File: src/hw/mips_debug_pkg.sv
`default_nettype none

package mips_debug_pkg;

  ////////////////////
  // Sizes
  ////////////////////

  localparam int WORD_BITS   = 32; // Instruction word.
  localparam int BYTE_BITS   = 8;  // One UART frame.
  localparam int OPCODE_BITS = 6;  // Opcode field at the word top.

  ////////////////////
  // Host commands
  ////////////////////

  typedef enum logic [BYTE_BITS-1:0] {
    CMD_RESET    = 8'h00, // Soft reset and reload.
    CMD_READY    = 8'h01, // Ready byte, both directions.
    CMD_STEP     = 8'h02, // One instruction.
    CMD_RUN      = 8'h03, // Continuous mode.
    CMD_RUN_STEP = 8'h07  // Step mode.
  } cmd_e;

  ////////////////////
  // State machines
  ////////////////////

  typedef enum logic [2:0] {
    IDLE,
    SOFT_RESET,
    WAIT_HOST_ACK,
    LOAD_PROGRAM,
    WAIT_START,
    RUNNING
  } debug_state_e;

  typedef enum logic [1:0] {
    HOLD,
    READ,
    DELIVER,
    STOPPED
  } fetch_state_e;

endpackage

`default_nettype wire

File: src/hw/fetch_unit.sv
`timescale 1ns/10ps
`default_nettype none

module fetch_unit #(
  parameter int                                     ADDR_BITS   = 8,
  parameter logic [mips_debug_pkg::OPCODE_BITS-1:0] HALT_OPCODE = 6'b111111
) (
  input  wire                                  i_clock,
  input  wire                                  i_reset,
  input  wire                                  i_soft_reset,
  input  wire                                  i_run,
  input  wire                                  i_step_mode,
  input  wire                                  i_step,
  input  wire  [mips_debug_pkg::WORD_BITS-1:0] i_read_data,
  output logic                                 o_soft_reset_ack,
  output logic [ADDR_BITS-1:0]                 o_read_addr,
  output logic [mips_debug_pkg::WORD_BITS-1:0] o_instruction,
  output logic [ADDR_BITS-1:0]                 o_pc,
  output logic                                 o_instruction_valid,
  output logic                                 o_halted
);
  import mips_debug_pkg::*;

  fetch_state_e         state;
  logic [ADDR_BITS-1:0] pc;
  logic                 go; // Permission for one fetch in step mode.
  logic                 is_halt;

  assign o_read_addr         = pc;
  assign o_pc                = pc;
  assign o_instruction       = i_read_data; // Valid in DELIVER.
  assign o_instruction_valid = (state == DELIVER);
  assign is_halt = (i_read_data[WORD_BITS-1 -: OPCODE_BITS] == HALT_OPCODE);

  always_ff @(posedge i_clock) begin
    if (!i_reset) begin
      state            <= HOLD;
      pc               <= '0;
      go               <= 1'b0;
      o_halted         <= 1'b0;
      o_soft_reset_ack <= 1'b0;
    end else begin
      o_soft_reset_ack <= !i_soft_reset;
      if (!i_soft_reset) begin
        state    <= HOLD;
        pc       <= '0;
        go       <= 1'b0;
        o_halted <= 1'b0;
      end else begin
        if (i_step) begin
          go <= 1'b1;
        end
        case (state)
          HOLD: begin
            if (i_run) begin
              go    <= 1'b1; // First word needs no step.
              state <= READ;
            end
          end
          READ: begin
            if (!i_step_mode || go) begin
              go    <= 1'b0;
              state <= DELIVER;
            end
          end
          DELIVER: begin
            if (is_halt) begin
              o_halted <= 1'b1;
              state    <= STOPPED;
            end else begin
              pc    <= pc + 1'b1;
              state <= READ;
            end
          end
          STOPPED: state <= STOPPED; // Until the next soft reset.
          default: state <= HOLD;
        endcase
      end
    end
  end

endmodule

`default_nettype wire

File: config.mk
export PLATFORM = sky130hd
export DESIGN_NAME = fetch_unit
export DESIGN_NICKNAME = d
export VERILOG_FILES = /design/src/hw/mips_debug_pkg.sv /design/src/hw/fetch_unit.sv
export SDC_FILE = /design/constraint.sdc
export NUM_CORES = 1
export LEC_CHECK = 0
export CAP_MARGIN = 20
export CORE_UTILIZATION = 60
export CTS_CLUSTER_DIAMETER = 200
export DETAILED_ROUTE_END_ITERATION = 6
export DONT_BUFFER_PORTS = 1
export PLACE_DENSITY = 0.79
export SLEW_MARGIN = 40
export SYNTH_ARGS = -nofsm -noshare
export SYNTH_HDL_FRONTEND = slang
export SYNTH_SLANG_ARGS = --single-unit
File: constraint.sdc
create_clock -name i_clock -period 1.76 [get_ports i_clock]
set_input_delay 0.352 -clock i_clock [delete_from_list [all_inputs] [get_ports i_clock]]
set_output_delay 0.352 -clock i_clock [all_outputs]
set_load 0.05 [all_outputs]
=== Word-level counts from Yosys, hierarchy flattened ===
Index checks and enable logic that the tools add are counted.

* Register bits after elaboration: 13
* Output and inout port bits: 51
* Word-level logic and storage cells: 29

* Add/sub/neg operators: 1
* Equality and inequality tests: 6
* Multiplexer cells: 8
* Bitwise operators: 1
* Reductions and logical operators: 8

{| class="wikitable"
|+ Operators by type and width
! cell !! count
|-
| $add 8x1->8 const B || 1
|-
| $pmux 2 s4 || 1
|-
| $reduce_and 2->1 || 4
|-
| $eq 6x6->1 const B || 1
|-
| $mux 2 || 3
|-
| $eq 2x2->1 const B || 2
|-
| $ne 2x2->1 const B || 2
|-
| $mux 1 || 3
|-
| $eq 2x1->1 const B || 1
|-
| $logic_not 1->1 || 2
|-
| $logic_not 2->1 || 1
|-
| $pmux 1 s2 || 1
|-
| $logic_or 1x1->1 || 1
|-
| $not 1->1 || 1
|}

=== Longest topological paths before layout ===
* Word-level depth: 4
* Mapped depth: 5
* Mapped depth without buffers: 4

=== Worst setup path after synthesis ===
OpenSTA, ideal clock, no wires.

* Path type: reg-to-reg
* From: register pc[2], in the netlist o_pc[2]
* To: register pc[5], in the netlist o_pc[5]
* Setup time: 71 ps
* Data arrival time: 1705 ps
* Required time: 1689 ps
* Slack: -16 ps
* Cell stages (with the launch flop): 4
* Cell sequence: dfxtp_1 > nand3_1 > or4_2 > a21oi_1

* Word-level cells in the longest chain between the ends: 1

{| class="wikitable"
|+ Ends and longest elaborated chain
! element !! RTL line !! text
|-
| start: declaration || fetch_unit.sv:25 || <nowiki>logic [ADDR_BITS-1:0] pc;</nowiki>
|-
| start signal: assignment || fetch_unit.sv:71 || <nowiki>pc <= pc + 1'b1;</nowiki>
|-
| $add 8x1->8 || fetch_unit.sv:71 ||
|}

No other way between the ends.
A chain may end at the register's enable or synchronous reset.

=== Final worst setup path ===
* From: register state[1]
* To: register pc[6], in the netlist o_pc[6]

* Word-level cells in the longest chain between the ends: 2

{| class="wikitable"
|+ Ends and longest elaborated chain
! element !! RTL line !! text
|-
| start: declaration || fetch_unit.sv:24 || <nowiki>fetch_state_e state;</nowiki>
|-
| start signal: assignment || fetch_unit.sv:37 || <nowiki>state <= HOLD;</nowiki>
|-
| start signal: assignment || fetch_unit.sv:45 || <nowiki>state <= HOLD;</nowiki>
|-
| start signal: assignment || fetch_unit.sv:57 || <nowiki>state <= READ;</nowiki>
|-
| $eq 2x2->1 || fetch_unit.sv:53 || <nowiki>case (state)</nowiki>
|-
| $reduce_and 2->1 (no source line) || -- ||
|}

No other way between the ends.

==> results.py <==
metrics = {
    "drt": {
        "dr.pass1.iters": 2,
        "ant_nets": 0,
        "drc_errors": 0,
        "vias_per_cell": 6.11,
        "vias": 568,
        "route.detailed.wl_per_inst_um": 15.8,
        "routed_wl_um": 1470,
        "drt_iter0_markers": 11,
    },
    "placement": {
        "numPortBuffers": 0,
        "place_area_um2": 661,
        "finalWeightedCongestion": 0.705,
        "dpl.cell_count": 89,
        "hpwl_um": 1150,
    },
    "outcome": {
        "status": "completed",
    },
    "pwr": {
        "power.switching_mw": 0.118,
        "power.leakage_nw": 0.255,
        "power_mw": 0.513,
        "internal_power_mw": 0.395,
        "power_frac_comb": 0.047,
        "clkPwrFrac": 0.358,
        "seqPwrFrac": 0.595,
        "max-vdd-ir-drop_mv": 0.391,
        "power_density_nw_per_um2": 747,
        "p_sw_frac": 0.230,
    },
    "critical_path": {
        "required_ns": 1.96,
        "cp_num_buf_inv": 0,
        "cp-end-kind": "register",
        "crit_family": "simple AND/OR/NAND/NOR gates",
        "rr_startpoint": "state[1]",
        "cp_num_cells": 4,
        "start_kind": "register",
        "arrival_ns": 1.75,
        "crit_slowest_cell": "or4_2",
        "cp_slowest_stage_delay_ns": 0.65,
        "crit_end": "o_pc[6]",
        "crit_fanout": 7,
        "worst-setup-path-type": "register to register",
        "rr_endpoint": "o_pc[6]",
        "r2r.worst_path.cells": 4,
        "crit_path_start": "state[1]",
        "worstPathCellList": "and2b_2 -> o21ai_2 -> or4_2 -> a21oi_1",
        "reg2reg_slack_ns": 0.21,
    },
    "final_layout": {
        "diodes": 0,
        "final_nets": 118,
        "layout-drive-gt1-share": 0.269,
        "nFillCells": 128,
        "fin_util": 0.515,
        "area_growth_pct": -22.2,
        "final-instance-count-excl-fill": 93,
        "final_area_um2": 687,
    },
    "timing": {
        "timing.final.crit_share": 0.879,
        "max_freq_ghz": 0.646,
        "setup_tns_ns": 0,
        "hold_viol": 0,
        "slew_headroom": 0.663,
        "fin_crit_ns": 1.55,
        "finalSetupViolations": 0,
        "worstMarginPinSlew_ns": 0.504,
        "drv_slew": 0,
        "skew_ns": 0.00143,
        "rsz0062_at_grt": "no",
    },
    "clocking": {
        "cts_max_level": 1,
        "cts_resized": 0,
        "clk_pin_slew_worst_paths_ns": 0.08,
        "root_buffer": "clkbuf_4",
        "cts_hold_buf": 0,
        "clock_sinks": 13,
        "tritoncts": "yes",
        "clk_path_buf_depth": 2,
        "cts_buffers": 3,
        "clk_latency_ns": 0.27,
        "cts_setup_buffers": 0,
    },
    "synth": {
        "syn_area_per_cell_um2": 8.33,
        "syn-cell-area_um2": 883,
        "synth_area_leaders": "buf_4 34%, dfxtp_1 29%, a21oi_1 5.1%",
        "netlist.area_leader.share": 0.340,
        "synthFlopType": "dfxtp_1",
        "ys_warn_count": 0,
        "yosysMostFrequentCell": "buf_4",
        "synth-seq-cells": 13,
        "synth_edf_count": 0,
        "yosys-top-cells-count": "40 x buf_4, 13 x dfxtp_1, 9 x a21oi_1",
        "async_reset_ff_frac": 0,
        "synthDistinctLibCells": 25,
        "syn_nets": 145,
        "post-synth-top-area-cell": "buf_4",
        "synth_seq_area_share": 0.295,
        "netlist_instances": 106,
    },
    "grt": {
        "grt_pass1_wl_um": 1970,
        "grt_usage": 0.191,
        "grt_pass1_vias": 479,
        "grt-ovfl-total": 0,
        "grt_max_degree": 13,
        "antenna_found_initial": 0,
    },
    "flow_run": {
        "cap_violations": 0,
    },
    "floorplan": {
        "die_area_um2": 1630,
        "ioPinCount": 89,
        "num_rows": 13,
        "dieWidth_um": 40.4,
        "fp.dieH_um": 40.4,
        "coreArea_um2": 1330,
        "start_util": 0.662,
    },
    "min_path": {
        "hold_class": "input pin to register",
    },
}
[power groups by stage]
stage	Sequential, mW	Clock (mW)	Combinational [mW]
6_report	0.305	0.184	0.0242
3_5_place_dp	0.312	0	0.0245
3_3_place_gp	0.312	0	0.0235
2_1_floorplan	0.312	0	0.216
5_1_grt	0.306	0.200	0.0269
4_1_cts	0.305	0.190	0.0246
[worst min-delay path by stage]
stage | start | end | slack [ns] | depth (start not counted)
2_1_floorplan | i_soft_reset | o_soft_reset_ack | 0.42 | 1
3_3_place_gp | i_soft_reset | o_soft_reset_ack | 0.43 | 1
3_5_place_dp | i_soft_reset | o_soft_reset_ack | 0.43 | 1
4_1_cts | i_soft_reset | o_soft_reset_ack | 0.13 | 1
5_1_grt | i_soft_reset | o_soft_reset_ack | 0.13 | 1
6_report | i_soft_reset | o_soft_reset_ack | 0.14 | 1
[layout make-up]
cell class              instances  area (µm²)  area share
clock buffers                   4        26.3      0.0383
inverters                       1        3.75     0.00546
multi-input cells              50         302       0.439
flip-flops and latches         13         262       0.381
well taps                      15        18.8      0.0273
repair buffers                 10        75.1       0.109
[stage by stage]
step           hold WS [ns]  setup WS [ns]
5_1_grt               0.132          0.105
4_1_cts               0.132          0.216
2_1_floorplan         0.424        0.00461
6_report              0.139          0.212
3_3_place_gp          0.429          0.270
3_5_place_dp          0.427          0.234
[cell usage in the layout, fill, tap and decap left out, types with 2 or more instances in the layout]
master and n:
a21oi_1 9, and2b_2 2, buf_4 10, clkbuf_4 3
dfxtp_1 12, nand2_1 5, nand3_1 3, nand4_1 2
nor2_1 8, o21ai_0 3, o31ai_1 3, or3_2 2
or4_2 2, xor2_1 2
[cell families (layout without fill, tap and decap cells)]
group | after synthesis | after routing | synth area share
buffers and inverters | 43 | 15 | 0.364
multiplexers | 1 | 1 | 0.0113
XOR/XNOR | 2 | 2 | 0.0198
AND/OR/NAND/NOR | 28 | 28 | 0.174
adder cells (fa/ha/maj) | 1 | 1 | 0.0142
flip-flops | 13 | 13 | 0.295
AO/OA/AOI/OAI | 18 | 18 | 0.122
[state kept, by name, summed over array words and instances, names as in the netlist]
| name | cells |
|---|---|
| o_halted | 1 |
| state | 2 |
| o_pc | 8 |
| go | 1 |
| o_soft_reset_ack | 1 |
[routing by layer]
metal,up-vias,wire (µm),global-route usage
li1,262,-,-
met1,260,511,0.178
met5,-,0,0
met4,0,32,0.117
met2,40,728,0.325
met3,6,193,0.100
Note: power is estimated with default switching activity, not from simulation.
