<file path="src/hw/mips_debug_pkg.sv">
`default_nettype none

package mips_debug_pkg;

  ////////////////////
  // Sizes
  ////////////////////

  localparam int WORD_BITS   = 32; // Instruction word.
  localparam int BYTE_BITS   = 8;  // One UART frame.
  localparam int OPCODE_BITS = 6;  // Opcode field at the word top.

  ////////////////////
  // Host commands
  ////////////////////

  typedef enum logic [BYTE_BITS-1:0] {
    CMD_RESET    = 8'h00, // Soft reset and reload.
    CMD_READY    = 8'h01, // Ready byte, both directions.
    CMD_STEP     = 8'h02, // One instruction.
    CMD_RUN      = 8'h03, // Continuous mode.
    CMD_RUN_STEP = 8'h07  // Step mode.
  } cmd_e;

  ////////////////////
  // State machines
  ////////////////////

  typedef enum logic [2:0] {
    IDLE,
    SOFT_RESET,
    WAIT_HOST_ACK,
    LOAD_PROGRAM,
    WAIT_START,
    RUNNING
  } debug_state_e;

  typedef enum logic [1:0] {
    HOLD,
    READ,
    DELIVER,
    STOPPED
  } fetch_state_e;

endpackage

`default_nettype wire

</file>
<file path="src/hw/uart_rx.sv">
`timescale 1ns/10ps
`default_nettype none

module uart_rx #(
  parameter int CLOCKS_PER_BIT = 16
) (
  input  wire                                  i_clock,
  input  wire                                  i_reset,
  input  wire                                  i_rx,
  output logic [mips_debug_pkg::BYTE_BITS-1:0] o_rx_data,
  output logic                                 o_rx_done
);
  import mips_debug_pkg::*;

  localparam int CNT_BITS = $clog2(CLOCKS_PER_BIT);
  localparam int IDX_BITS = $clog2(BYTE_BITS);
  localparam logic [CNT_BITS-1:0] BIT_END  = CNT_BITS'(CLOCKS_PER_BIT - 1);
  localparam logic [CNT_BITS-1:0] HALF_BIT = CNT_BITS'(CLOCKS_PER_BIT / 2 - 1);
  localparam logic [IDX_BITS-1:0] LAST_BIT = IDX_BITS'(BYTE_BITS - 1);

  typedef enum logic [1:0] {
    RX_IDLE,
    RX_START,
    RX_DATA,
    RX_STOP
  } rx_state_e;

  rx_state_e            state;
  logic                 rx_meta;
  logic                 rx_sync;
  logic [CNT_BITS-1:0]  count;
  logic [IDX_BITS-1:0]  bit_idx;
  logic [BYTE_BITS-1:0] shift;
  logic                 bit_end;

  assign bit_end = (count == BIT_END); // Centre of a data or stop bit.

  always_ff @(posedge i_clock) begin
    if (!i_reset) begin
      state     <= RX_IDLE;
      rx_meta   <= 1'b1; // Line idles high.
      rx_sync   <= 1'b1;
      count     <= '0;
      bit_idx   <= '0;
      o_rx_done <= 1'b0;
    end else begin
      rx_meta   <= i_rx;
      rx_sync   <= rx_meta;
      o_rx_done <= 1'b0;
      case (state)
        RX_IDLE: begin
          count <= '0;
          if (!rx_sync) begin
            state <= RX_START;
          end
        end
        RX_START: begin
          if (rx_sync) begin
            state <= RX_IDLE; // Glitch, not a start bit.
          end else if (count == HALF_BIT) begin
            count   <= '0;
            bit_idx <= '0;
            state   <= RX_DATA;
          end else begin
            count <= count + 1'b1;
          end
        end
        RX_DATA: begin
          if (bit_end) begin
            count <= '0;
            if (bit_idx == LAST_BIT) begin
              state <= RX_STOP;
            end else begin
              bit_idx <= bit_idx + 1'b1;
            end
          end else begin
            count <= count + 1'b1;
          end
        end
        RX_STOP: begin
          if (bit_end) begin
            count     <= '0;
            state     <= RX_IDLE;
            o_rx_done <= rx_sync; // Framing error drops the byte.
          end else begin
            count <= count + 1'b1;
          end
        end
        default: state <= RX_IDLE;
      endcase
    end
  end

  // LSB arrives first, so shift in from the top.
  always_ff @(posedge i_clock) begin
    if (state == RX_DATA && bit_end) begin
      shift <= {rx_sync, shift[BYTE_BITS-1:1]};
    end
    if (state == RX_STOP && bit_end && rx_sync) begin
      o_rx_data <= shift;
    end
  end

endmodule

`default_nettype wire

</file>
<file path="config.mk">
export PLATFORM = sky130hd
export DESIGN_NAME = uart_rx
export DESIGN_NICKNAME = d
export VERILOG_FILES = /design/src/hw/mips_debug_pkg.sv /design/src/hw/uart_rx.sv
export SDC_FILE = /design/constraint.sdc
export NUM_CORES = 1
export LEC_CHECK = 0
export ABC_AREA = 1
export BUFFER_PORTS_ARGS = -buffer_cell sky130_fd_sc_hd__buf_4
export CAP_MARGIN = 0
export CORE_MARGIN = 1.5
export CORE_UTILIZATION = 59
export CTS_BUF_LIST = sky130_fd_sc_hd__clkbuf_8
export CTS_CLUSTER_SIZE = 30
export DETAILED_ROUTE_END_ITERATION = 8
export GPL_TIMING_DRIVEN = 0
export PLACE_DENSITY = 0.86
export RECOVER_POWER = 50
export SYNTH_ARGS = -nofsm -noshare
export SYNTH_HDL_FRONTEND = slang
export SYNTH_SLANG_ARGS = --single-unit
</file>
<file path="constraint.sdc">
create_clock -name i_clock -period 1.91 [get_ports i_clock]
set_input_delay 0.0955 -clock i_clock [delete_from_list [all_inputs] [get_ports i_clock]]
set_output_delay 0.0955 -clock i_clock [all_outputs]
set_load 0.05 [all_outputs]
</file>
=== Word-level counts from Yosys, hierarchy flattened ===
Index checks and enable logic that the tools add are counted.

* Add/sub/neg operators: 2
* Equality and inequality tests: 14
* Reduce and logical (&&, ||, !) cells: 9
* Muxes and demuxes: 16

{| class="wikitable"
|+ Operators by type and width
! kind !! count
|-
| inequality test 2 bit, second input constant || 7
|-
| two-way mux 2 bit || 6
|-
| two-way mux 3 bit || 4
|-
| two-way mux 4 bit || 3
|-
| one-hot mux 4 bit (3 select lines) || 1
|-
| AND reduction 5 bit || 2
|-
| one-hot mux 2 bit (4 select lines) || 1
|-
| one-hot mux 3 bit (2 select lines) || 1
|-
| adder 4 x 1 -> 4 bit, second input constant || 1
|-
| == test 2 bit, second input constant || 2
|-
| == test 4 x 3 -> 1 bit, second input constant || 1
|-
| == test 4 bit, second input constant || 1
|-
| adder 3 x 1 -> 3 bit, second input constant || 1
|-
| == test 3 bit, second input constant || 1
|-
| logical AND 1 bit || 3
|-
| inequality test 3 bit, second input constant || 1
|-
| AND reduction 3 bit || 1
|-
| == test 2 x 1 -> 1 bit, second input constant || 1
|-
| zero test 2 bit || 1
|-
| nonzero test 2 bit || 1
|-
| OR reduction 2 bit || 1
|}

* Logic and storage cells: 49
* Bits of input ports: 3
* Register bits after elaboration: 28
* Output and inout bits: 9

=== Logic depth before layout (Yosys ltp) ===
* Depth after elaboration: 4
* Gate-level depth with buffers: 10
* Depth with buffers taken out: 10

=== Worst setup path after synthesis ===
Ideal clock, no wire load.

* Kind: reg2reg
* Start: register count[0]
* End: register o_rx_data[0] in the netlist's numbering, enable pin
* Setup time: 0.383 ns
* Data arrival time: 1.295 ns
* Clock period less this slack: 1.678 ns
* Buffers on the path: 0
* Data required time: 1.527 ns
* Slack: 0.232 ns
* Cell stages (with the launch flop): 4
* Cell sequence: dfxtp_1 ha_1 nand3_2 nor3_1

* Cells in the longest elaborated chain, start to end: 3

{| class="wikitable"
|+ RTL lines
! what !! line !! RTL
|-
| from (decl) || uart_rx.sv:31 || <nowiki>logic [CNT_BITS-1:0] count;</nowiki>
|-
| from (signal assigned) || uart_rx.sv:65 || <nowiki>count <= count + 1'b1;</nowiki>
|-
| from (signal assigned) || uart_rx.sv:77 || <nowiki>count <= count + 1'b1;</nowiki>
|-
| from (signal assigned) || uart_rx.sv:86 || <nowiki>count <= count + 1'b1;</nowiki>
|-
| == test 4 bit || uart_rx.sv:36 || <nowiki>assign bit_end = (count == BIT_END);</nowiki>
|-
| logical AND 1 bit (2 in series) || uart_rx.sv:99 || <nowiki>if (state == RX_STOP && bit_end && rx_sync) begin</nowiki>
|-
| to (signal assigned) || uart_rx.sv:100 || <nowiki>o_rx_data <= shift;</nowiki>
|-
| to (decl) || uart_rx.sv:10 || <nowiki>output logic [mips_debug_pkg::BYTE_BITS-1:0] o_rx_data,</nowiki>
|}

Every way passes these cells.
A chain may end at the register's enable or synchronous reset.

=== Worst setup path in the final report ===
* Start: register count[0]
* End: register shift[0], enable pin

* Cells in the longest elaborated chain, start to end: 2

{| class="wikitable"
|+ RTL lines
! what !! line !! RTL
|-
| == test 4 bit || uart_rx.sv:36 ||
|-
| logical AND 1 bit || uart_rx.sv:96 || <nowiki>if (state == RX_DATA && bit_end) begin</nowiki>
|-
| to (signal assigned) || uart_rx.sv:97 || <nowiki>shift <= {rx_sync, shift[BYTE_BITS-1:1]};</nowiki>
|-
| to (decl) || uart_rx.sv:33 || <nowiki>logic [BYTE_BITS-1:0] shift;</nowiki>
|}

Every way passes these cells.

==> run_results.csv <==
group,metric,value,unit
outcome,status,"finished, final reports clean",
sta,fin_crit,1.79,ns
clock_tree,cts_max_level,1,
pwr,power_leakage,0.000497,µW
synth,synth.avg_cell_area,10.8,µm²
cells_and_area,layout-drive-gt1-share,0.186,
global_routing,grt_overflow_total,0,
floorplan,dieArea,2150,µm²
synth,async_reset_ff_frac,0,
cells_and_area,diodes,0,
placed_design,hpwl,1.27,mm
global_routing,grt_start_max_net_pins,17,
sta,setup_viol,0,
worst_hold_path,hp-start,"i_rx",
routing,drtPass1Iterations,4,
worst_setup_path,r2r_slack,0.12,ns
worst_setup_path,cp_data_arrival_time,1.69,ns
pwr,p_switching,229,µW
worst_hold_path,hp-class,"in2reg",
worst_setup_path,crit_path_max_fanout,8,
placed_design,pre_cts_slack,-0.128,ns
worst_hold_path,hold_depth,2,
sta,timing.final.hold_violations,0,
floorplan,rows,15,
synth,yosysMostFrequentCell,"nand2_1",
clock_tree,post_cts_buffers,0,
clock_tree,cts_tree,"yes",
floorplan,io_pins,12,
synth,synth_edf_count,16,
sta,worst_pin_slew,0.648,ns
pwr,seq_power_share,0.552,
synth,netlist.area_leader.share,0.434,
synth,ys_seq_elements,28,
worst_setup_path,rr_worst_depth,3,
pwr,vdd_ir_drop_max,647,µV
synth,yosysTopAreaCell,"edfxtp_1",
sta,rsz0062_at_grt,"false",
routing,via_per_inst,5.24,
routing,ant_nets,0,
floorplan,dieWidth,46.3,µm
worst_setup_path,r2r-start,"count[0]",
global_routing,track_usage,0.186,
sta,drv_slew,0,
routing,vias,750,
routing,wl,1.81,mm
global_routing,grt_pass1_wl,2.73,mm
placed_design,dpl_cell_area,1220,µm²
cells_and_area,nNetsFinal,125,
worst_hold_path,worstHoldEndpoint,"rx_meta",
cells_and_area,fill_cells,137,
pwr,p_per_area,926,nW/µm²
synth,yosysWarnings,0,
clock_tree,holdBufCountCts,0,
routing,drt_iter0_markers,28,
routing,drc,0,
synth,synthesis.nets,109,
floorplan,core-area,1750,µm²
routing,wire_per_inst,12.7,µm
synth,netlist_area,1110,µm²
synth,synth_commonest_cells,"nand2_1 (22), edfxtp_1 (16), dfxtp_1 (12), inv_1 (10), a21oi_1 (8)",
worst_setup_path,cp_data_required_time,1.82,ns
clock_tree,root_buffer,"clkbuf_8",
synth,synth.area.top_cells,"edfxtp_1 (43%), dfxtp_1 (22%), nand2_1 (7.5%)",
sta,slew_headroom,0.566,
synth,netlist_instances,103,
synth,ys.flop_type,"edfxtp_1",
worst_setup_path,path_class,"reg2reg",
cells_and_area,postLayoutCellArea,1260,µm²
sta,setup_slack,0.123,ns
job,cap_violations,0,
cells_and_area,area_growth_syn_to_layout,14.1,%
pwr,internal_power,942,µW
pwr,p_comb_frac,0.067,
synth,yosysSeqAreaShare,0.651,
placed_design,io_buffers,11,
global_routing,grt_pass1_vias,661,
placed_design,place.gp.congestion,0.863,
sta,max_freq,0.560,GHz
clock_tree,cts_buffers,3,
clock_tree,path_clk_slew,0.09,ns
pwr,clkPwrFrac,0.382,
clock_tree,clock-sinks,28,
clock_tree,clk_latency,0.27,ns
worst_setup_path,end_kind,"register",
pwr,power_switching_share,0.195,
sta,clock_skew,0.00592,ns
synth,synth_cell_types,21,
sta,post-route-period-util,0.936,
floorplan,start_util,0.634,
clock_tree,clk_path_buf_depth,2,
worst_setup_path,r2r_end,"shift[0]",
floorplan,dieHeight,46.3,µm
global_routing,antenna_found_initial,0,
worst_setup_path,startpoint_type,"register",
-- metrics by stage --
| stage | setup TNS (ns) | utilization | power (µW) | hold WS (ns) | cells |
|---|---|---|---|---|---|
| 3_5_place_dp | -1.03 | 0.700 | 735 | 0.289 | 139 |
| 3_3_place_gp | -0.148 | 0.700 | 731 | 0.284 | 139 |
| 6_report | 0 | 0.724 | 1170 | 0.0137 | 143 |
| 4_1_cts | 0 | 0.743 | 1180 | 0.0133 | 143 |
| 5_1_grt | 0 | 0.724 | 1210 | 0.00710 | 143 |
| 2_1_floorplan | 0 | - | 718 | 0.202 | 103 |
-- power by group through the flow --
stage               clock network, µW  logic (µW)  registers, µW
finish                            447        77.9            646
global route                      476        86.0            646
floorplan                           0        61.0            657
CTS                               452        78.1            645
global placement                    0        73.0            659
detailed placement                  0        76.1            659
-- layout by cell type (no fill, tap or decap), types with 2 or more instances in the layout --
cell type | netlist | routed
a21oi_1 | 8 | 8
clkbuf_8 | 0 | 3
dfxtp_1 | 12 | 12
a21oi_2 | 2 | 2
buf_4 | 1 | 3
edfxtp_1 | 16 | 16
inv_2 | 3 | 3
nand2_2 | 3 | 3
nor2_1 | 6 | 6
ha_1 | 3 | 3
clkbuf_1 | 0 | 9
or2_2 | 2 | 2
nand3_1 | 7 | 7
inv_1 | 10 | 10
nand2_1 | 22 | 22
-- repair_timing --
item	CTS	global route
setup endpoints to repair	8	0
gates resized for setup	1	0
endpoints found under the hold margin	0	0
-- sequential cells by signal, indices dropped and copies added, names as in the netlist, named ones only --
signal / count
shift: 8
o_rx_data: 8
rx_sync: 1
count: 4
bit_idx: 3
state: 1
o_rx_done: 1
rx_meta: 1
-- logic make-up after synthesis --
kind of cell,share of synthesized area
DFF,0.651
buffers and inverters,0.0509
AOI/OAI and AO/OA,0.0633
and+or+nand+nor,0.201
adders and majority gates,0.0339
-- area by class of cell --
| type | instances | area, µm² | share of cell area |
|---|---|---|---|
| flip-flops and latches | 28 | 721 | 0.570 |
| multi-input cells | 61 | 335 | 0.265 |
| repair buffers | 11 | 48.8 | 0.0386 |
| inverters | 13 | 48.8 | 0.0386 |
| clock buffers | 3 | 41.3 | 0.0327 |
| well taps | 25 | 31.3 | 0.0248 |
| clock inverters | 1 | 30.0 | 0.0238 |
| plain buffers | 1 | 7.51 | 0.00594 |
-- layer usage --
layer  vias to the layer above  global-route usage  share of wire
met4                         0              0.0971          0.027
met2                        25               0.319           0.50
met3                         8              0.0353          0.047
met1                       347               0.217           0.42
met5                         -                   0              0
li1                        370                   -              -
-- worst max-delay path: stages, from the launching register on --
cell and delay [ns]:
dfxtp_1 0.42, ha_1 0.29, nand3_2 0.17, nor2_1 0.54
-- worst max path at each step --
| stage | from | end | slack (ns) | cells after the start |
|---|---|---|---|---|
| after global routing | count[0] | shift[0] | 0.04 | 3 |
| final | count[0] | shift[0] | 0.12 | 3 |
| after detailed placement | count[0] | o_rx_data[5] | -0.13 | 3 |
| after floorplan | count[0] | o_rx_data[0] | 0.23 | 3 |
| after global placement | count[0] | o_rx_data[7] | -0.02 | 3 |
| after CTS | count[0] | shift[0] | 0.1 | 3 |
Power figures use the tool's default switching activity.
