`src/hw/mips_debug_pkg.sv`:
```
`default_nettype none

package mips_debug_pkg;

  ////////////////////
  // Sizes
  ////////////////////

  localparam int WORD_BITS   = 32; // Instruction word.
  localparam int BYTE_BITS   = 8;  // One UART frame.
  localparam int OPCODE_BITS = 6;  // Opcode field at the word top.

  ////////////////////
  // Host commands
  ////////////////////

  typedef enum logic [BYTE_BITS-1:0] {
    CMD_RESET    = 8'h00, // Soft reset and reload.
    CMD_READY    = 8'h01, // Ready byte, both directions.
    CMD_STEP     = 8'h02, // One instruction.
    CMD_RUN      = 8'h03, // Continuous mode.
    CMD_RUN_STEP = 8'h07  // Step mode.
  } cmd_e;

  ////////////////////
  // State machines
  ////////////////////

  typedef enum logic [2:0] {
    IDLE,
    SOFT_RESET,
    WAIT_HOST_ACK,
    LOAD_PROGRAM,
    WAIT_START,
    RUNNING
  } debug_state_e;

  typedef enum logic [1:0] {
    HOLD,
    READ,
    DELIVER,
    STOPPED
  } fetch_state_e;

endpackage

`default_nettype wire

```
`src/hw/debug_unit.sv`:
```
`timescale 1ns/10ps
`default_nettype none

module debug_unit #(
  parameter int                                     ADDR_BITS   = 8,
  parameter logic [mips_debug_pkg::OPCODE_BITS-1:0] HALT_OPCODE = 6'b111111
) (
  input  wire                                  i_clock,
  input  wire                                  i_reset,
  input  wire                                  i_rx_done,
  input  wire  [mips_debug_pkg::BYTE_BITS-1:0] i_rx_data,
  input  wire                                  i_tx_done,
  input  wire                                  i_soft_reset_ack,
  output logic                                 o_tx_start,
  output logic [mips_debug_pkg::BYTE_BITS-1:0] o_tx_data,
  output logic                                 o_soft_reset,
  output logic                                 o_mem_write,
  output logic [ADDR_BITS-1:0]                 o_mem_addr,
  output logic [mips_debug_pkg::WORD_BITS-1:0] o_mem_data,
  output logic                                 o_run,
  output logic                                 o_step_mode,
  output logic                                 o_step
);
  import mips_debug_pkg::*;

  localparam int BYTES_PER_WORD = WORD_BITS / BYTE_BITS;
  localparam int COUNT_BITS     = $clog2(BYTES_PER_WORD);
  localparam logic [COUNT_BITS-1:0] LAST_BYTE = COUNT_BITS'(BYTES_PER_WORD - 1);

  debug_state_e          state;
  logic [COUNT_BITS-1:0] byte_count;
  logic [WORD_BITS-1:0]  word;
  logic [WORD_BITS-1:0]  next_word;
  logic                  ready_sent;
  logic                  word_done;
  logic                  halt_word;

  ////////////////////
  // Word assembly
  ////////////////////

  assign next_word = {word[WORD_BITS-BYTE_BITS-1:0], i_rx_data}; // MSB first.
  assign word_done = (state == LOAD_PROGRAM) && i_rx_done && (byte_count == LAST_BYTE);
  assign halt_word = (next_word[WORD_BITS-1 -: OPCODE_BITS] == HALT_OPCODE);

  always_ff @(posedge i_clock) begin
    if (state == LOAD_PROGRAM && i_rx_done) begin
      word <= next_word;
    end
  end

  ////////////////////
  // Outputs by state
  ////////////////////

  assign o_soft_reset = !(state == SOFT_RESET || state == WAIT_HOST_ACK); // Active low.
  assign o_tx_start   = (state == WAIT_HOST_ACK); // Repeats until host answers.
  assign o_tx_data    = CMD_READY;
  assign o_mem_data   = word; // Full word in the write cycle.

  ////////////////////
  // Command FSM
  ////////////////////

  always_ff @(posedge i_clock) begin
    if (!i_reset) begin
      state       <= IDLE;
      byte_count  <= '0;
      ready_sent  <= 1'b0;
      o_mem_write <= 1'b0;
      o_mem_addr  <= '0;
      o_run       <= 1'b0;
      o_step      <= 1'b0;
      o_step_mode <= 1'b0;
    end else begin
      o_mem_write <= word_done;
      o_run       <= 1'b0;
      o_step      <= 1'b0;
      if (o_mem_write) begin
        o_mem_addr <= o_mem_addr + 1'b1; // Next word address.
      end
      case (state)
        IDLE: begin
          if (i_rx_done && i_rx_data == CMD_RESET) begin
            state <= SOFT_RESET;
          end
        end
        SOFT_RESET: begin
          byte_count  <= '0;
          ready_sent  <= 1'b0;
          o_mem_addr  <= '0;
          o_step_mode <= 1'b0;
          if (i_soft_reset_ack) begin
            state <= WAIT_HOST_ACK;
          end
        end
        WAIT_HOST_ACK: begin
          if (i_tx_done) begin
            ready_sent <= 1'b1; // At least one ready byte is out.
          end
          if (i_rx_done && i_rx_data == CMD_READY && ready_sent) begin
            state <= LOAD_PROGRAM;
          end
        end
        LOAD_PROGRAM: begin
          if (i_rx_done) begin
            byte_count <= byte_count + 1'b1; // Wraps per word.
          end
          if (word_done && halt_word) begin
            state <= WAIT_START; // Halt word is the last one.
          end
        end
        WAIT_START: begin
          if (i_rx_done && (i_rx_data == CMD_RUN || i_rx_data == CMD_RUN_STEP)) begin
            o_run       <= 1'b1;
            o_step_mode <= (i_rx_data == CMD_RUN_STEP);
            state       <= RUNNING;
          end
        end
        RUNNING: begin
          if (i_rx_done && i_rx_data == CMD_STEP) begin
            o_step <= 1'b1;
          end else if (i_rx_done && i_rx_data == CMD_RESET) begin
            state <= SOFT_RESET; // Reload.
          end
        end
        default: state <= IDLE;
      endcase
    end
  end

endmodule

`default_nettype wire

```
`config.mk`:
```
export PLATFORM = sky130hd
export DESIGN_NAME = debug_unit
export DESIGN_NICKNAME = d
export VERILOG_FILES = /design/src/hw/mips_debug_pkg.sv /design/src/hw/debug_unit.sv
export SDC_FILE = /design/constraint.sdc
export NUM_CORES = 1
export LEC_CHECK = 0
export ABC_AREA = 1
export BUFFER_PORTS_ARGS = -buffer_cell sky130_fd_sc_hd__buf_2
export CORE_ASPECT_RATIO = 1.4
export CORE_MARGIN = 4
export CORE_UTILIZATION = 35
export DETAILED_ROUTE_END_ITERATION = 6
export GPL_ROUTABILITY_DRIVEN = 1
export PLACE_DENSITY_LB_ADDON = 0.25
export REMOVE_ABC_BUFFERS = 1
export SYNTH_ARGS = -nofsm -noshare
export SYNTH_HDL_FRONTEND = slang
export SYNTH_SLANG_ARGS = --single-unit
```
`constraint.sdc`:
```
create_clock -name i_clock -period 1.6 [get_ports i_clock]
set_input_delay 0.32 -clock i_clock [delete_from_list [all_inputs] [get_ports i_clock]]
set_output_delay 0.32 -clock i_clock [all_outputs]
set_load 0.05 [all_outputs]
```
# Word level (Yosys, flattened, before mapping)
# Index checks and enable logic that the tools add are counted.
[word_totals]
ff_bits = 50
input_bits = 13
word_cells = 68
[op_classes]
add_sub_neg = 2
eq_ne = 18
muxes = 15
bitwise = 1
n_reduce_logical = 23
[op_table]
columns = ["operator", "count"]
rows = [
  ["2-to-1 mux 3 bit", 6],
  ["one-hot mux 3 bit (6 select lines)", 1],
  ["equality test 8 x 2 -> 1 bit, second input constant", 2],
  ["inequality test 2 bit, second input constant", 5],
  ["AND reduction 2 bit", 5],
  ["adder 8 x 1 -> 8 bit, second input constant", 1],
  ["equality test 8 x 1 -> 1 bit, second input constant", 1],
  ["equality test 8 x 3 -> 1 bit, second input constant", 1],
  ["logical AND 1 bit", 8],
  ["logical NOT 8 bit", 1],
  ["equality test 3 x 2 -> 1 bit, second input constant", 2],
  ["equality test 3 bit, second input constant", 2],
  ["equality test 6 bit, second input constant", 1],
  ["nonzero test 2 bit", 3],
  ["AND reduction 5 bit", 1],
  ["2-to-1 mux 1 bit", 4],
  ["inequality test 2 x 1 -> 1 bit, second input constant", 2],
  ["one-hot mux 1 bit (2 select lines)", 2],
  ["one-hot mux 2 bit (2 select lines)", 1],
  ["equality test 3 x 1 -> 1 bit, second input constant", 1],
  ["logical NOT 3 bit", 1],
  ["adder 2 x 1 -> 2 bit, second input constant", 1],
  ["equality test 2 bit, second input constant", 1],
  ["logical OR 1 bit", 2],
  ["4 further kinds", 4],
]

# Logic depth before layout (Yosys ltp)
[logic_depth]
depth_word = 6
mapped_depth = 11
depth_no_buf = 11

# Worst setup path before layout
# Ideal clock, no wire load.
[synth_timing]
path_kind = "register to output"
start = "register state[2]"
end = "output o_soft_reset"
t_arrival_ns = 1.538
t_required_ns = 1.280
path_slack_ns = -0.258
path_stages_with_launch = 6
path_buffers = 1
path_cell_list = "dfxtp_1 > buf_6 > nor3_2 > inv_1 > nand2_1 > inv_1"
[synth_between]
elab_chain_cells = 3
word_cells_on_any_way = 4
[synth_rtl]
columns = ["element", "line_no", "rtl"]
rows = [
  ["start: declaration", "debug_unit.sv:30", "debug_state_e state;"],
  ["start signal: assignment", "debug_unit.sv:67", "state <= IDLE;"],
  ["start signal: assignment", "debug_unit.sv:85", "state <= SOFT_RESET;"],
  ["start signal: assignment", "debug_unit.sv:94", "state <= WAIT_HOST_ACK;"],
  ["equality test 3 x 2 -> 1 bit", "-", ""],
  ["named net o_tx_start", "debug_unit.sv:14", "output logic o_tx_start,"],
  ["logical OR 1 bit", "debug_unit.sv:56", "assign o_soft_reset = !(state == SOFT_RESET || state == WAIT_HOST_ACK);"],
  ["logical NOT 1 bit", "debug_unit.sv:56", ""],
  ["end: declaration", "debug_unit.sv:16", "output logic o_soft_reset,"],
]
# The timed path passes the listed nets, and every way through them passes these cells.

# Worst setup path after layout
[layout_timing]
start = "register state[0]"
end = "output o_soft_reset"
[layout_between]
elab_chain_cells = 3
word_cells_on_any_way = 4
[layout_rtl]
columns = ["element", "line_no"]
rows = [
  ["equality test 3 x 1 -> 1 bit or equality test 3 x 2 -> 1 bit (tied branches)", "debug_unit.sv:56"],
  ["logical OR 1 bit *", "debug_unit.sv:56"],
  ["logical NOT 1 bit *", "debug_unit.sv:56"],
]
# Every way passes the cells marked *; elsewhere a longest branch is shown, timed or not.

==> flow_metrics.env <==
export IMPL_final_core_util_pct=46.03
export IMPL_whs_ns=0.2195
export IMPL_worstPathRequired_ns=1.28
export IMPL_crit_chain="inv_2 -> nor2_4 -> nand2_4 -> nand2_1 -> inv_1 -> buf_6"
export IMPL_peakVddDrop_uv=1051
export IMPL_synthCells=196
export IMPL_port_buffers=58
export IMPL_nNetsFinal=278
export IMPL_drc=0
export IMPL_status="finished clean"
export IMPL_fp_row_count=32
export IMPL_layout_commonest_cell="buf_2"
export IMPL_ys_seq_area_share_pct=64.23
export IMPL_setup_violations=0
export IMPL_clock_path_buffers=2
export IMPL_ys_warnings_count=0
export IMPL_grt_pass1_vias=1440
export IMPL_num_vias=1454
export IMPL_max_stage_delay_ns=0.38
export IMPL_hp_class="in2reg"
export IMPL_first_pass_iters=4
export IMPL_die_area_sq_mm=0.007185
export IMPL_netlist_area_sq_mm=0.002057
export IMPL_wire_per_inst_microns=12.23
export IMPL_wl_microns=4060
export IMPL_hold_buffers=0
export IMPL_grt_overflow=0
export IMPL_pre_cts_ws_ns=0.1437
export IMPL_avgSynthCellArea_sq_um=10.49
export IMPL_gp_congestion=0.8162
export IMPL_power_density_mw_per_mm2=1461
export IMPL_hold_viol_final=0
export IMPL_coreArea_sq_mm=0.005605
export IMPL_dpl_hpwl_microns=3161
export IMPL_clk_insertion_delay_late_ns=0.30
export IMPL_n_antenna_cell=0
export IMPL_grt_first_pass_wirelength_microns=6596
export IMPL_htreeDepth=2
export IMPL_drtIter0Drc=92
export IMPL_cp_arrival_ns=1.24
export IMPL_die_w_microns=72.79
export IMPL_viasPerCell=4.380
export IMPL_clock_sinks=50
export IMPL_maxSlewViolCount=0
export IMPL_placed_area_sq_mm=0.002392
export IMPL_cts_tree="built"
export IMPL_final_cells=332
export IMPL_period_share_pct=97.27
export IMPL_startpoint_type="flip-flop"
export IMPL_place_inst=319
export IMPL_antenna_found_initial=0
export IMPL_critPathCaptureType="output port"
export IMPL_timing_final_ws_setup_ns=0.04374
export IMPL_clk_pin_slew_ns=0.08
export IMPL_ios=67
export IMPL_fmax_ghz=0.6426
export IMPL_worstSetupPathType="reg2out"
export IMPL_yosysUniqueCellTypes=26
export IMPL_mostFrequentLayoutCells="buf_2 (57), nand2_1 (33), edfxtp_1 (32)"
export IMPL_cts_buffers=5
export IMPL_ant_nets=0
export IMPL_grt_start_max_net_pins=33
export IMPL_drive_above_1_share_pct=36.36
export IMPL_grtUsageTotal_pct=12.16
export IMPL_p_leak_nw=1.137
export IMPL_skew_ns=0.008058
export IMPL_p_total_mw=3.769
export IMPL_die_height_microns=98.71
export IMPL_ys_seq_elements=50
export IMPL_setup_tns_ns=0
export IMPL_critPathMaxFanout=5
export IMPL_min_period_ns=1.556
export IMPL_drv_cap=0
export IMPL_start_util_pct=36.70
export IMPL_cts_root_buf="clkbuf_8"
export IMPL_final_cell_area_sq_mm=0.002580
export IMPL_cpMaxStageDelayCell="dfxtp_4"
export IMPL_area_growth_pct=25.43
export IMPL_grt_setup_unrepaired="true"
==> registers in the layout, summed over array words and instances, names as in the netlist <==
name / count
o_step_mode: 1
state: 3
byte_count: 2
o_run: 1
o_mem_write: 1
o_step: 1
ready_sent: 1
o_mem_addr: 8
o_mem_data: 32
==> repair_timing <==
| action | in CTS | in global routing |
|---|---|---|
| pin swaps | 1 | 1 |
| resized for setup | 7 | 4 |
| buffers inserted | 3 | 2 |
| endpoints found under the setup margin | 2 | 3 |
==> routing by layer <==
metal	global-route usage [%]	vias to the layer above	routed length, microns
li1	-	753	-
met4	6.250	0	89
met3	3.265	5	257
met1	13.13	656	1565
met5	0	-	0
met2	21.21	40	2147
==> worst max-delay path, delay by kind of cell (launching register included) <==
family | cells | cell delay (ns)
flip-flops | 1 | 0.38
AND/OR/NAND/NOR | 3 | 0.29
buffers and inverters | 3 | 0.26
==> report_power, final <==
part	switching [mW]	total, mW	internal (mW)
logic	0.857	1.30	0.447
clock network	0.399	0.865	0.466
registers	0.0968	1.60	1.50
total	1.35	3.77	2.42
==> area by class of cell <==
| type | count | area [sq um] |
|---|---|---|
| fillers | 563 | 3025 |
| flip-flops and latches | 50 | 1334 |
| multi-input cells | 119 | 595.6 |
| repair buffers | 64 | 366.6 |
| inverters | 23 | 88.84 |
| well taps | 68 | 85.08 |
| clock buffers | 6 | 72.57 |
| clock inverters | 2 | 37.54 |
==> cells by family (layout without fill, tap and decap cells) <==
family	count (synthesis)	count (layout)	synth area share [%]
compound gates	17	17	4.622
simple gates	91	91	20.86
fa+ha+maj	2	2	1.216
buf+inv	33	95	8.212
flops	50	50	64.23
other cells	2	8	0.3651
mux	1	1	0.4866
==> synthesized netlist by cell type <==
library cell | instances | area share [%]
o21ai_0 | 3 | 0.73
a32o_1 | 1 | 0.49
nand3_2 | 2 | 0.97
dfxtp_1 | 18 | 18
nor2_1 | 31 | 5.7
nor3_1 | 2 | 0.49
conb_1 | 2 | 0.37
inv_1 | 17 | 3.1
nand2_2 | 5 | 1.5
nand2_4 | 1 | 0.55
mux2i_1 | 1 | 0.49
nand3_1 | 8 | 1.9
nor3b_1 | 1 | 0.37
edfxtp_1 | 32 | 47
nor3_2 | 1 | 0.49
buf_4 | 8 | 2.9
buf_6 | 2 | 1.1
inv_2 | 6 | 1.1
o211a_1 | 1 | 0.49
nand2_1 | 33 | 6.0
a21oi_1 | 9 | 2.2
nor2_4 | 3 | 1.6
and3_1 | 1 | 0.30
nor2_2 | 3 | 0.91
o21ai_1 | 3 | 0.73
ha_1 | 2 | 1.2
==> path summary, 6_finish.rpt <==
kind | startpoint | end | slack [ns] | depth (start not counted)
setup / recovery | state[0] | o_soft_reset | 0.04 | 6
hold / removal | i_rx_data[5] | o_mem_data[5] | 0.22 | 1
setup reg to reg | state[2] | o_mem_data[14] | 0.20 | 5
hold reg to reg | o_mem_data[5] | o_mem_data[13] | 0.44 | 0
Power figures use the tool's default switching activity.
